File: config.mk
export PLATFORM = sky130hd
export DESIGN_NAME = stvCart
export DESIGN_NICKNAME = d
export VERILOG_FILES = /design/src/cartCfgPkg.sv /design/src/cartBusPkg.sv /design/src/stvCart.sv /design/src/romReadArbiter.sv /design/src/protStreamDecrypt.sv /design/src/busStrobeDecoder.sv
export SDC_FILE = /design/constraint.sdc
export NUM_CORES = 1
export LEC_CHECK = 0
export BUFFER_PORTS_ARGS = -buffer_cell sky130_fd_sc_hd__buf_2
export CAP_MARGIN = 0
export CORE_MARGIN = 2
export CORE_UTILIZATION = 41
export CTS_BUF_LIST = sky130_fd_sc_hd__clkbuf_4
export CTS_CLUSTER_DIAMETER = 60
export DETAILED_ROUTE_END_ITERATION = 10
export GPL_TIMING_DRIVEN = 0
export SYNTH_ARGS = -nofsm -noshare
export SYNTH_HDL_FRONTEND = slang
export SYNTH_SLANG_ARGS = --single-unit
File: constraint.sdc
create_clock -name CLK -period 4.65 [get_ports CLK]
set_clock_uncertainty 0.15 [all_clocks]
set_input_delay 0.6975 -clock CLK [delete_from_list [all_inputs] [get_ports CLK]]
set_output_delay 0.6975 -clock CLK [all_outputs]
set_load 0.05 [all_outputs]
File: src/cartCfgPkg.sv
package cartCfgPkg;

	// 0 selects a cart without protection
	typedef logic [3:0] gameMode_t;

	// per-game stream key, lower half for even words
	function automatic logic [31:0] keyForMode(input gameMode_t mode);
		case (mode)
			4'd1: return 32'h1C5A_3E07;
			4'd2: return 32'h2B91_D046;
			4'd3: return 32'h37E4_8A15;
			4'd4: return 32'h4D02_F36B;
			4'd5: return 32'h5A6C_1B98;
			4'd6: return 32'h63F7_25C1;
			// unused modes behave like an unprotected cart
			default: return 32'h0000_0000;
		endcase
	endfunction

endpackage

File: src/cartBusPkg.sv
package cartBusPkg;

	// word address width on the cart side, CS bit included
	localparam int cartAddrW = 25;

	// word offset of the protection window inside the CS1 space
	// covers byte offsets 0xFFFFF0 to 0xFFFFFF
	localparam logic [22:0] protWindowBase = 23'h7F_FFF8;

	// protection register offsets, A-bus address bits 3:1
	localparam logic [2:0] regAddrLo = 3'd0;
	localparam logic [2:0] regAddrHi = 3'd1;
	localparam logic [2:0] regData = 3'd2;

	// one decoded A-bus access, pulses last a single cycle
	typedef struct packed {
		logic [cartAddrW-1:0] wordAddr;
		logic [15:0]          wrData;
		logic [2:0]           regOff;
		logic                 rd;
		logic                 wr;
	} aBusReq_t;

	// one request toward the memory read port
	typedef struct packed {
		logic [cartAddrW-1:0] addr;
		logic                 valid;
	} memReq_t;

endpackage
File: src/stvCart.sv
`timescale 1ns/1ps

module stvCart #(
	parameter int ROM_ADDR_W = 25
) (
	input  logic                  CLK,
	input  logic                  RST_N,
	input  logic                  resN,
	input  cartCfgPkg::gameMode_t mode,
	input  logic                  cs0N,
	input  logic                  cs1N,
	input  logic                  rdN,
	input  logic                  wrlN,
	input  logic                  wruN,
	input  logic [25:0]           addr,
	input  logic [15:0]           dataIn,
	input  logic                  memRdy,
	input  logic [15:0]           memDataIn,
	output logic [15:0]           aDataOut,
	output logic                  awaitN,
	output logic                  arqtN,
	output logic [ROM_ADDR_W-1:0] memAddr,
	output logic                  memRd
);
	import cartBusPkg::*;

	aBusReq_t    req;
	memReq_t     cartReq;
	memReq_t     protReq;
	logic        cartSel;
	logic        protSel;
	logic        cartDone;
	logic        protDone;
	logic        protWaitN;
	logic        directWait;
	logic [15:0] arbData;
	logic [15:0] protData;
	logic [15:0] cartData;

	busStrobeDecoder #(
		.ROM_ADDR_W(ROM_ADDR_W)
	) u_decoder (
		.CLK(CLK),
		.RST_N(RST_N),
		.resN(resN),
		.mode(mode),
		.cs0N(cs0N),
		.cs1N(cs1N),
		.rdN(rdN),
		.wrlN(wrlN),
		.wruN(wruN),
		.addr(addr),
		.dataIn(dataIn),
		.req(req),
		.cartSel(cartSel),
		.protSel(protSel)
	);

	protStreamDecrypt #(
		.ROM_ADDR_W(ROM_ADDR_W)
	) u_prot (
		.CLK(CLK),
		.RST_N(RST_N),
		.resN(resN),
		.mode(mode),
		.req(req),
		.protSel(protSel),
		.fetchDone(protDone),
		.fetchData(arbData),
		.fetchReq(protReq),
		.readData(protData),
		.waitN(protWaitN)
	);

	romReadArbiter #(
		.ROM_ADDR_W(ROM_ADDR_W)
	) u_arbiter (
		.CLK(CLK),
		.RST_N(RST_N),
		.resN(resN),
		.cartReq(cartReq),
		.protReq(protReq),
		.memRdy(memRdy),
		.memDataIn(memDataIn),
		.memAddr(memAddr),
		.memRd(memRd),
		.cartDone(cartDone),
		.protDone(protDone),
		.readData(arbData)
	);

	// direct read pending from pulse to done, new strobes ignored meanwhile
	always_ff @(posedge CLK or negedge RST_N) begin
		if (!RST_N)
			directWait <= 1'b0;
		else if (!resN)
			directWait <= 1'b0;
		else if (cartDone)
			directWait <= 1'b0;
		else if (req.rd && cartSel)
			directWait <= 1'b1;
	end

	always_ff @(posedge CLK) begin
		if (cartDone)
			cartData <= arbData;
	end

	// host holds the address during the wait
	always_comb begin
		cartReq.addr = req.wordAddr;
		cartReq.valid = directWait;
	end

	assign awaitN = (!directWait || cartDone) && protWaitN;
	// data from the arbiter is shown in the done cycle already
	assign aDataOut = protSel ? protData : (cartDone ? arbData : cartData);
	assign arqtN = 1'b1;

endmodule

File: src/romReadArbiter.sv
`timescale 1ns/1ps

module romReadArbiter #(
	parameter int ROM_ADDR_W = 25
) (
	input  logic                  CLK,
	input  logic                  RST_N,
	input  logic                  resN,
	input  cartBusPkg::memReq_t   cartReq,
	input  cartBusPkg::memReq_t   protReq,
	input  logic                  memRdy,
	input  logic [15:0]           memDataIn,
	output logic [ROM_ADDR_W-1:0] memAddr,
	output logic                  memRd,
	output logic                  cartDone,
	output logic                  protDone,
	output logic [15:0]           readData
);
	typedef enum logic {IDLE, BUSY} ownerState_t;

	ownerState_t state;
	logic        ownerProt;
	logic        canGrant;
	logic        grantCart;
	logic        grantProt;
	logic        finish;

	// a requester still shows valid during its done pulse
	assign canGrant = state == IDLE && !cartDone && !protDone;
	// direct reads win a tie
	assign grantCart = canGrant && cartReq.valid;
	assign grantProt = canGrant && protReq.valid && !cartReq.valid;
	assign finish = state == BUSY && memRdy;
	assign memRd = state == BUSY;

	always_ff @(posedge CLK or negedge RST_N) begin
		if (!RST_N) begin
			state <= IDLE;
			cartDone <= 1'b0;
			protDone <= 1'b0;
		end else if (!resN) begin
			state <= IDLE;
			cartDone <= 1'b0;
			protDone <= 1'b0;
		end else begin
			cartDone <= finish && !ownerProt;
			protDone <= finish && ownerProt;
			if (grantCart || grantProt)
				state <= BUSY;
			else if (finish)
				state <= IDLE;
		end
	end

	// address held stable for the whole request
	always_ff @(posedge CLK) begin
		if (grantCart) begin
			memAddr <= cartReq.addr[ROM_ADDR_W-1:0];
			ownerProt <= 1'b0;
		end else if (grantProt) begin
			memAddr <= protReq.addr[ROM_ADDR_W-1:0];
			ownerProt <= 1'b1;
		end
		if (finish)
			readData <= memDataIn;
	end

endmodule

File: src/protStreamDecrypt.sv
`timescale 1ns/1ps

module protStreamDecrypt #(
	parameter int ROM_ADDR_W = 25
) (
	input  logic                  CLK,
	input  logic                  RST_N,
	input  logic                  resN,
	input  cartCfgPkg::gameMode_t mode,
	input  cartBusPkg::aBusReq_t  req,
	input  logic                  protSel,
	input  logic                  fetchDone,
	input  logic [15:0]           fetchData,
	output cartBusPkg::memReq_t   fetchReq,
	output logic [15:0]           readData,
	output logic                  waitN
);
	import cartBusPkg::*;
	import cartCfgPkg::*;

	logic [15:0]           addrLo;
	logic [31:0]           newByteAddr;
	logic [ROM_ADDR_W-1:0] fetchAddr;
	logic [15:0]           bufData;
	logic [31:0]           key;
	logic [15:0]           keyHalf;
	logic                  fetchValid;
	logic                  bufValid;
	logic                  readPend;
	logic                  dropNext;
	logic                  phase;
	logic                  wrLo;
	logic                  wrHi;
	logic                  rdData;
	logic                  got;
	logic                  serveBuf;
	logic                  serveFetch;

	assign key = keyForMode(mode);
	// phase 0 on even stream words
	assign keyHalf = phase ? key[31:16] : key[15:0];
	assign newByteAddr = {req.wrData, addrLo};

	assign wrLo = protSel && req.wr && req.regOff == regAddrLo;
	assign wrHi = protSel && req.wr && req.regOff == regAddrHi;
	assign rdData = protSel && req.rd && req.regOff == regData;

	// a fetch launched before a restart comes back stale
	assign got = fetchDone && !dropNext;
	assign serveBuf = rdData && bufValid;
	assign serveFetch = got && (readPend || rdData);

	always_ff @(posedge CLK or negedge RST_N) begin
		if (!RST_N) begin
			fetchValid <= 1'b0;
			bufValid <= 1'b0;
			readPend <= 1'b0;
			dropNext <= 1'b0;
			phase <= 1'b0;
		end else if (!resN) begin
			fetchValid <= 1'b0;
			bufValid <= 1'b0;
			readPend <= 1'b0;
			dropNext <= 1'b0;
			phase <= 1'b0;
		end else if (wrHi) begin
			// restart the stream
			fetchValid <= 1'b1;
			dropNext <= fetchValid && !fetchDone;
			bufValid <= 1'b0;
			readPend <= 1'b0;
			phase <= 1'b0;
		end else begin
			if (fetchDone && dropNext)
				dropNext <= 1'b0;
			if (serveBuf || serveFetch) begin
				// word consumed, prefetch the next one
				phase <= !phase;
				fetchValid <= 1'b1;
				bufValid <= 1'b0;
				readPend <= 1'b0;
			end else if (got) begin
				bufValid <= 1'b1;
				fetchValid <= 1'b0;
			end else if (rdData) begin
				readPend <= 1'b1;
			end
		end
	end

	always_ff @(posedge CLK) begin
		if (wrLo)
			addrLo <= req.wrData;
		if (wrHi)
			fetchAddr <= newByteAddr[ROM_ADDR_W:1];
		else if (got)
			fetchAddr <= fetchAddr + 1'b1;
		if (got)
			bufData <= fetchData;
		if (serveBuf)
			readData <= bufData ^ keyHalf;
		else if (serveFetch)
			readData <= fetchData ^ keyHalf;
	end

	always_comb begin
		fetchReq = '0;
		fetchReq.addr[ROM_ADDR_W-1:0] = fetchAddr;
		fetchReq.valid = fetchValid;
	end

	// low only while a data read waits for its word
	assign waitN = !readPend;

endmodule

File: src/busStrobeDecoder.sv
`timescale 1ns/1ps

module busStrobeDecoder #(
	parameter int ROM_ADDR_W = 25
) (
	input  logic                  CLK,
	input  logic                  RST_N,
	input  logic                  resN,
	input  cartCfgPkg::gameMode_t mode,
	input  logic                  cs0N,
	input  logic                  cs1N,
	input  logic                  rdN,
	input  logic                  wrlN,
	input  logic                  wruN,
	input  logic [25:0]           addr,
	input  logic [15:0]           dataIn,
	output cartBusPkg::aBusReq_t  req,
	output logic                  cartSel,
	output logic                  protSel
);
	import cartBusPkg::*;
	import cartCfgPkg::*;

	logic                 rdOld;
	logic                 wrOld;
	logic                 wrN;
	logic                 protHit;
	logic [cartAddrW-1:0] wordAddr;

	assign wrN = wrlN & wruN;
	// top 16 bytes of CS1, only when the game has a key
	assign protHit = !cs1N && addr[23:1] >= protWindowBase && keyForMode(mode) != '0;

	always_comb begin
		wordAddr = '0;
		// CS0 active means the lower half of the ROM
		wordAddr[ROM_ADDR_W-1:0] = {cs0N, addr[ROM_ADDR_W-1:1]};
	end

	always_ff @(posedge CLK or negedge RST_N) begin
		if (!RST_N) begin
			rdOld <= 1'b1;
			wrOld <= 1'b1;
			req <= '0;
			cartSel <= 1'b0;
			protSel <= 1'b0;
		end else if (!resN) begin
			rdOld <= 1'b1;
			wrOld <= 1'b1;
			req <= '0;
			cartSel <= 1'b0;
			protSel <= 1'b0;
		end else begin
			rdOld <= rdN;
			wrOld <= wrN;
			// falling strobe edges
			req.rd <= !rdN && rdOld;
			req.wr <= !wrN && wrOld;
			req.wordAddr <= wordAddr;
			req.regOff <= addr[3:1];
			req.wrData <= dataIn;
			cartSel <= (!cs0N || !cs1N) && !protHit;
			protSel <= protHit;
		end
	end

endmodule

==> flow_summary.yaml, run 1 <==
status:
  status: "completed"
global_routing:
  grt_usage: 0.187
  grt_pass1_wl_um: 28700
  grt_pass1_vias: 5141
  grt_start_max_net_pins: 57
  antenna_found_initial: 1
  grt.overflow.total: 0
floorplanning:
  die_area_mm2: 0.0204
  io_pins: 115
  fp.dieH_um: 143
  core_mm2: 0.0188
  fp.dieW_um: 143
  placementRows: 50
  initial_core_util: 0.420
layout:
  drive_above_1_share: 0.297
  fin_nets: 802
  syn2layout_area_growth_pct: 15.1
  stdcell_area_mm2: 0.00911
routing:
  final_antenna_net_count: 0
  drt_iter0_drc: 499
  wire_per_inst_um: 18.2
  num_vias: 5049
  viasPerCell: 5.03
  routed_wl_um: 18300
  drtPass1Iterations: 5
  drc: 0
clock_network:
  clk_pin_slew_ps: 160
  clk_path_buf_depth: 2
  cts-root-buf: "clkbuf_4"
  cts.sinks: 186
  postCtsHoldBufs: 0
  cts_tree: "done"
  htree_levels: 4
  cts_setup_buffers: 0
  worstSkewPairLatency_ps: 560
  cts-resized-gates: 0
  cts_buffers: 17
setup_path:
  critPathTopFamily: "buffers and inverters"
  crit_path_frequent_cell: "buf_2"
  cp_cell_sequence: "buf_2 > buf_2 > mux2_2 > mux2_2 > buf_2"
  worstPathMaxFanout: 10
  cpMaxStageDelayCell: "mux2_2"
  cp-start-kind: "register"
  critPathBufInv: 3
  required_ps: 3800
  arrival_ps: 2390
  crit_type: "register to output port"
  end_kind: "output port"
  max_stage_delay_ps: 380
worst_hold_path:
  hold_path.class: "primary input to async pin"
place:
  gp_congestion: 0.905
  hpwl_um: 12900
  io_buffers: 109
  postPlaceCellArea_mm2: 0.00880
sta:
  worst_slew_pin_slew_ps: 1150
  finalMaxSlewViolations: 0
  post-route-period-util: 0.697
  finalCriticalPeriod_ps: 3240
  setup_viol: 0
  fin_tns_setup_ps: 0
  hold_ws_ps: 35.6
  slew_headroom: 0.229
  rsz0062_at_grt: "no"
  max_freq_mhz: 308
  finalHoldViolCount: 0
power:
  total_leakage_power_nw: 3.68
  irDropWorstVdd_mv: 0.254
  power_density_mw_per_mm2: 346
  p_total_mw: 3.15
logic_synthesis:
  async_flop_share: 0.301
  synth.ff_latch_count: 186
  netlist_instances: 601
  synth_area_per_cell_um2: 13.2
  synth_edf_count: 113
  yosysWarningCount: 0
  syn_nets: 673
  ys_seq_area_frac: 0.649
  ys.flop_type: "edfxtp_1"
  syn_area_mm2: 0.00792
  yosys.cell_types.count: 46
job:
  maxCapViolations: 0
[power breakdown]
part / total, mW / internal, mW / switching, mW
Combinational: 0.388 / 0.130 / 0.258
Clock: 0.931 / 0.340 / 0.591
Sequential: 1.83 / 1.81 / 0.0203
Total: 3.15 / 2.28 / 0.870
[cells in the final DEF, fill, tap and decap left out, types with 3 or more instances in the layout]
cell,instances
and4_1,3
buf_2,115
clkbuf_4,18
nor2b_1,7
edfxtp_1,113
mux2_2,52
a221oi_1,4
nand2b_1,4
nor2_1,49
mux2i_1,18
and3_1,6
inv_1,14
nand4_1,6
dfxtp_1,17
clkbuf_1,18
buf_4,6
dfrtp_1,54
inv_6,5
xor2_1,10
nor3_1,13
nand3_1,7
xnor2_1,30
nand2_1,32
a21oi_1,39
o21ai_0,15
and2_1,45
[cell families (layout without fill, tap and decap cells)]
logic type                 after synthesis  in the layout  synth area share
other                                    1              2          0.000474
AOI/OAI and AO/OA                       69             69            0.0493
buffers and inverters                   46            188            0.0272
DFF                                    186            186             0.649
adders and majority gates                1              1           0.00158
and+or+nand+nor                        188            188             0.131
muxes                                   70             70            0.0967
xor gates and xnor gates                40             40            0.0443
[per-stage QoR]
stage / utilization / setup WS, ps / instances
5_1_grt: 0.484 / 1240 / 1004
3_3_place_gp: 0.467 / 1150 / 970
3_5_place_dp: 0.468 / 1780 / 971
4_1_cts: 0.483 / 1310 / 1003
2_1_floorplan: - / 2190 / 601
6_report: 0.484 / 1410 / 1004
[layer usage]
metal  part of all wire  track usage  vias to the layer above
met5                  0            0                        -
met4              0.012       0.0459                        0
met3              0.050       0.0419                       18
met2               0.46        0.284                      169
met1               0.48        0.274                     2476
li1                   -            -                     2386
[synthesized netlist by cell type (2+ instances only)]
| cell | instances | area share |
|---|---|---|
| nor4_4 | 2 | 0.0054 |
| nand3_1 | 7 | 0.0044 |
| and2_1 | 45 | 0.036 |
| inv_1 | 14 | 0.0066 |
| clkbuf_1 | 18 | 0.0085 |
| buf_4 | 5 | 0.0047 |
| nand2b_1 | 4 | 0.0032 |
| buf_2 | 7 | 0.0044 |
| xor2_1 | 10 | 0.011 |
| and4_1 | 3 | 0.0033 |
| nand4_4 | 2 | 0.0054 |
| or3_1 | 2 | 0.0016 |
| nor2_1 | 49 | 0.023 |
| mux2_2 | 52 | 0.074 |
| a221oi_1 | 4 | 0.0044 |
| nand3_2 | 2 | 0.0025 |
| nor3_1 | 13 | 0.0082 |
| edfxtp_1 | 113 | 0.43 |
| and4bb_2 | 2 | 0.0032 |
| nor4_1 | 2 | 0.0016 |
| nor2b_1 | 8 | 0.0063 |
| a21oi_1 | 39 | 0.025 |
| nand2_1 | 32 | 0.015 |
| and3_1 | 6 | 0.0047 |
| dfxtp_1 | 17 | 0.043 |
| dfrtp_1 | 54 | 0.17 |
| dfstp_2 | 2 | 0.0066 |
| a22oi_1 | 2 | 0.0019 |
| mux2i_1 | 18 | 0.023 |
| o21ai_0 | 15 | 0.0095 |
| a211oi_1 | 2 | 0.0019 |
| xnor2_1 | 30 | 0.033 |
| buf_6 | 2 | 0.0028 |
| nand4_1 | 6 | 0.0047 |
[sequential cells by signal (all words and copies together), names as in the netlist, 15 cells and up]
signal and count:
cartData 16, u_arbiter.memAddr 25, u_arbiter.readData 16, u_decoder.req 43, u_prot.addrLo 15, u_prot.bufData 16
u_prot.fetchAddr 25, u_prot.readData 16
[worst register-to-register path: stages, from the launching register on]
cell,delay [ps]
dfrtp_1,390
buf_4,180
and4bb_2,260
nand2_1,230
clkbuf_1,400
nand2_1,800
[final cells by class]
cell class / count / area, µm²
sequential: 186 / 5140
clock inverter: 14 / 159
clock buffer: 18 / 135
fill: 1721 / 9720
multi-input combinational: 369 / 2570
inverter: 14 / 52.6
tap: 260 / 325
antenna: 1 / 2.50
buffer: 32 / 163
timing repair buffer: 110 / 563
[final timing paths]
path / cells past startpoint / from / to / slack, ps
worst max-delay path: 5 / u_arbiter.cartDone$_DFF_PN0_ / aDataOut[8] / 1410
worst min-delay path: 1 / RST_N / u_decoder.req[26]$_DFF_PN0_ / 40
worst max register to register: 5 / u_decoder.protSel$_DFF_PN0_ / u_prot.fetchAddr[9]$_DFFE_PP_ / 1730
worst min register to register: 0 / u_decoder.req[19]$_DFF_PN0_ / u_prot.addrLo[14]$_DFFE_PP_ / 290
max in group asynchronous: 1 / RST_N / u_decoder.req[38]$_DFF_PN0_ / 3810
min in group CLK: 1 / memDataIn[2] / u_arbiter.readData[2]$_DFFE_PP_ / 130
Note: power is estimated with default switching activity, not from simulation.
==> inputs of run 2 (changes only) <==
==> constraint.sdc (replaced) <==
create_clock -name CLK -period 2.7 [get_ports CLK]
set_clock_uncertainty 0.15 [all_clocks]
set_input_delay 0.405 -clock CLK [delete_from_list [all_inputs] [get_ports CLK]]
set_output_delay 0.405 -clock CLK [all_outputs]
set_load 0.05 [all_outputs]
==> run 2 against run 1 <==
- sequential power is 72% higher
- combinational power is 94% higher
- via count is 5.3% higher
- sequential cell count stayed put
- global-route usage is 0.35 points higher
- wire length is 2.0% higher
- critical path depth stayed put
- non-clock buffer count is 66 higher
- power is 75% higher
- clock power is 72% higher
- core utilization is 3.8 points higher
- sequential share of layout area is 4.1 points lower
- critical path type unchanged
- highest routed layer unchanged
==> flow_summary.yaml, run 2 (same netlist as run 1, synthesis figures left out) <==
layout:
  largest_reg_flops: 43
  multiInputGateArea_mm2: 0.00258
  largestRegisters: "u_decoder.req: 43 flops, u_arbiter.memAddr: 25 flops, u_prot.fetchAddr: 25 flops"
  fin_nets: 868
  fillers: 1662
  layout_common_cells: "edfxtp_1 (113), buf_2 (110), dlygate4sd3_1 (63), dfrtp_1 (54), mux2_2 (52)"
  drive_above_1_share: 0.279
  regMostFlops: "u_decoder.req"
  seqCellArea_mm2: 0.00514
  final_common_cell: "edfxtp_1"
  final_util: 0.521
  syn2layout_area_growth_pct: 24.0
sta:
  finalMaxSlewViolations: 0
  post-route-period-util: 0.959
  setup_viol: 0
  finalHoldViolCount: 0
  max_freq_mhz: 386
  worst_slew_pin_slew_ps: 1030
  slew_headroom: 0.312
  rsz0062_at_grt: "no"
  finalCriticalPeriod_ps: 2590
clock_network:
  cts_tree: "done"
  clk_pin_slew_ps: 160
  worstSkewPairLatency_ps: 570
  cts-root-buf: "clkbuf_4"
  cts.sinks: 186
  clk_path_buf_depth: 2
  cts_buffers: 17
  htree_levels: 4
setup_path:
  critPathBufInv: 3
  crit_path_frequent_cell: "mux2_2"
  max_stage_delay_ps: 380
  crit_type: "register to output port"
  cp_cell_sequence: "buf_6 > buf_8 > mux2_2 > mux2_2 > buf_2"
  required_ps: 2140
  end_kind: "output port"
  cpMaxStageDelayCell: "dfrtp_1"
  critPathTopFamily: "multiplexers"
  arrival_ps: 2030
  worstPathMaxFanout: 10
  cp-start-kind: "register"
routing:
  final_antenna_net_count: 0
  routed_wl_um: 18700
  viasPerCell: 4.97
  drc: 0
  num_vias: 5317
  drt_iter0_drc: 595
  drtPass1Iterations: 5
  wire_per_inst_um: 17.5
floorplanning:
  core_mm2: 0.0188
  io_pins: 115
  die_area_mm2: 0.0204
  initial_core_util: 0.420
  placementRows: 50
  fp.dieH_um: 143
  fp.dieW_um: 143
power:
  irDropWorstVdd_mv: 0.447
  p_total_mw: 5.51
  total_leakage_power_nw: 3.96
  power_density_mw_per_mm2: 561
status:
  status: "completed"
place:
  io_buffers: 109
  gp_congestion: 0.905
  hpwl_um: 12900
global_routing:
  grt_start_max_net_pins: 57
  grt_usage: 0.190
  grt.overflow.total: 0
  grt_pass1_wl_um: 29300
  antenna_found_initial: 1
  grt_pass1_vias: 5326
job:
  maxCapViolations: 0
worst_hold_path:
  hold_path.class: "primary input to register"
[run 2: metrics by stage]
step / cell area [µm²] / instances / setup TNS (ps) / hold WS [ps] / setup slack [ps]
3_3_place_gp: 8790 / 970 / -18490 / 257 / -798
2_1_floorplan: 7920 / 601 / 0 / -40.6 / 236
4_1_cts: 9770 / 1068 / 0 / 21.4 / 23.8
3_5_place_dp: 8800 / 971 / -4290 / 260 / -173
5_1_grt: 9820 / 1070 / 0 / 46.1 / 3.33
6_report: 9820 / 1070 / 0 / 37.3 / 111
[run 2: per-layer routing]
layer / up-vias / GRT usage / share of wire
met4: 0 / 0.0464 / 0.010
met1: 2593 / 0.278 / 0.48
met5: - / 0 / 0
met3: 17 / 0.0409 / 0.047
li1: 2521 / - / -
met2: 186 / 0.292 / 0.47
[run 2: worst reg2reg max path, delay by kind of cell (launching register included)]
family	cells	cell delay, ps
AOI/OAI and AO/OA	1	540
buffers and inverters	2	660
DFF	1	410
and+or+nand+nor	2	360
[run 2: area by class of cell]
type | instances | area share
repair buffers | 176 | 0.127
multi-input cells | 369 | 0.262
inverters | 14 | 0.00573
plain buffers | 32 | 0.0186
well taps | 260 | 0.0331
clock buffers | 18 | 0.0138
flip-flops and latches | 186 | 0.523
diodes | 1 | 0.000255
clock inverters | 14 | 0.0162
[run 2: path summary, 6_finish.rpt]
kind	endpoint	depth (start not counted)	start	slack [ps]
hold / removal	u_decoder.req[12]$_DFF_PN0_	2	resN	40
setup reg to reg	u_prot.readData[5]$_DFFE_PP_	5	u_prot.dropNext$_DFFE_PN0P_	330
min in group asynchronous	u_decoder.req[10]$_DFF_PN0_	2	RST_N	280
setup / recovery	aDataOut[9]	5	u_arbiter.cartDone$_DFF_PN0_	110
hold reg to reg	u_prot.addrLo[14]$_DFFE_PP_	0	u_decoder.req[19]$_DFF_PN0_	280
max in group asynchronous	u_decoder.req[38]$_DFF_PN0_	2	RST_N	1620
[run 2: where the power goes]
| group | internal [mW] | total, mW | switching [mW] |
|---|---|---|---|
| registers | 3.12 | 3.15 | 0.0351 |
| clock network | 0.585 | 1.60 | 1.02 |
| logic | 0.293 | 0.751 | 0.458 |
[run 2: repair_timing]
| action | CTS | global route |
|---|---|---|
| hold endpoints to repair | 111 | 0 |
| gates resized for setup | 8 | 8 |
| buffers inserted | 2 | 0 |
| setup endpoints to repair | 36 | 36 |
| hold buffers | 63 | 0 |
==> inputs of run 3 (changes only) <==
--- a/config.mk
+++ b/config.mk
@@ -7,6 +7,7 @@
 export LEC_CHECK = 0
 export BUFFER_PORTS_ARGS = -buffer_cell sky130_fd_sc_hd__buf_2
 export CAP_MARGIN = 0
+export CORE_ASPECT_RATIO = 1.25
 export CORE_MARGIN = 2
 export CORE_UTILIZATION = 41
 export CTS_BUF_LIST = sky130_fd_sc_hd__clkbuf_4
==> run 3 against run 2 <==
- die area about the same
- worst hold slack better by 10 ps
- worst setup slack about the same
- wire length up 1.4%
- sequential cell count unchanged
- cell count down 2.4%
- non-clock buffer count up 2
- sequential share of layout area about the same
- via count down 1.2%
- first-iteration DRC count down 40%
- core utilization down 0.075 points
- largest cell class unchanged
- largest power group unchanged
- highest routed layer unchanged
==> flow_summary.yaml, run 3 (same netlist as run 1, synthesis figures left out) <==
status:
  status: "completed"
clock_network:
  cts_tree: "done"
  worstSkewPairLatency_ps: 570
  htree_levels: 4
  cts.sinks: 186
  clk_path_buf_depth: 2
  cts_buffers: 17
  cts-root-buf: "clkbuf_4"
  clk_pin_slew_ps: 160
place:
  io_buffers: 109
  dpl.cell_count: 943
  gp_congestion: 0.860
  pre_cts_ws_ps: -182
  hpwl_um: 13300
  postPlaceCellArea_mm2: 0.00877
routing:
  final_antenna_net_count: 0
  routed_wl_um: 18900
  drt_iter0_drc: 356
  drtPass1Iterations: 5
  num_vias: 5252
  wire_per_inst_um: 18.1
  viasPerCell: 5.03
  drc: 0
sta:
  finalCriticalPeriod_ps: 2590
  fin_tns_setup_ps: 0
  fin_ws_ps: 112
  finalMaxSlewViolations: 0
  finalHoldViolCount: 0
  hold_ws_ps: 47.3
  worst_slew_pin_slew_ps: 1250
  slew_headroom: 0.169
  max_freq_mhz: 386
  setup_viol: 0
  rsz0062_at_grt: "no"
  post-route-period-util: 0.959
floorplanning:
  placementRows: 56
  fp.dieW_um: 128
  core_mm2: 0.0188
  die_area_mm2: 0.0204
  io_pins: 115
  fp.dieH_um: 159
  initial_core_util: 0.420
layout:
  final_common_cell: "edfxtp_1"
  stdcell_area_mm2: 0.00981
  regMostFlops: "u_decoder.req"
  fin_nets: 870
  largest_reg_flops: 43
  syn2layout_area_growth_pct: 24.0
  largestRegisters: "u_decoder.req: 43 flops, u_arbiter.memAddr: 25 flops, u_prot.fetchAddr: 25 flops"
  drive_above_1_share: 0.277
  layout_common_cells: "edfxtp_1 (113), buf_2 (110), dlygate4sd3_1 (67), dfrtp_1 (54), mux2_2 (52)"
  finalNonFillerCells: 1044
  final_util: 0.521
global_routing:
  grt_pass1_wl_um: 29500
  grt_start_max_net_pins: 57
  antenna_found_initial: 1
  grt_usage: 0.190
  grt_pass1_vias: 5548
  grt.overflow.total: 0
setup_path:
  cp-start-kind: "register"
  arrival_ps: 2030
  cp_cell_sequence: "buf_4 > buf_2 > mux2_2 > buf_4"
  worstPathMaxFanout: 10
  cpMaxStageDelayCell: "mux2_2"
  max_stage_delay_ps: 390
  crit_type: "register to output port"
  required_ps: 2140
  critPathBufInv: 3
  end_kind: "output port"
  critPathTopFamily: "buffers and inverters"
  crit_path_frequent_cell: "buf_4"
worst_hold_path:
  hold_path.class: "primary input to register"
power:
  p_total_mw: 5.53
  total_leakage_power_nw: 3.97
  irDropWorstVdd_mv: 0.288
  power_density_mw_per_mm2: 564
job:
  maxCapViolations: 0
## run 3: path summary, 6_finish.rpt
check,from,end,slack [ps],cells past startpoint
worst max-delay path,u_decoder.protSel$_DFF_PN0_,aDataOut[13],110,4
worst min-delay path,wrlN,u_decoder.req[0]$_DFF_PN0_,50,3
worst max register to register,u_decoder.protSel$_DFF_PN0_,u_prot.fetchAddr[11]$_DFFE_PP_,180,5
worst min register to register,u_decoder.req[15]$_DFF_PN0_,u_prot.addrLo[10]$_DFFE_PP_,290,0
max in group asynchronous,RST_N,u_decoder.req[38]$_DFF_PN0_,1600,2
min in group asynchronous,RST_N,u_decoder.req[11]$_DFF_PN0_,290,2
## run 3: cell type report
type                       count  area [µm²]
timing repair buffer         178        1260
clock inverter                15         179
clock buffer                  17         128
tap                          232         290
antenna                        1        2.50
sequential                   186        5140
fill                        1658        9030
inverter                      14        56.3
multi-input combinational    369        2570
buffer                        32         185
## run 3: layer usage
layer  wire (µm)  global-route usage  share of wire
met5           0                   0              0
met4         297              0.0559          0.016
met3         591              0.0390          0.031
met2       10300               0.348           0.54
met1        7740               0.221           0.41
## run 3: what timing repair did
item	in CTS	in global routing
hold buffers	67	0
resized for setup	12	2
hold endpoints to repair	112	0
buffers inserted	0	1
endpoints found under the setup margin	36	10
## run 3: worst reg2reg max path, cell delays in order, from the launching register on
cell and delay, ps:
dfrtp_1 400, buf_4 180, and4bb_2 260, nand2_1 240
clkbuf_1 410, nand2_2 490
## run 3: power by group
group	internal [mW]	leakage (nW)	switching, mW
clock	0.591	0.161	1.04
sequential	3.12	1.90	0.0357
combinational	0.296	1.92	0.454
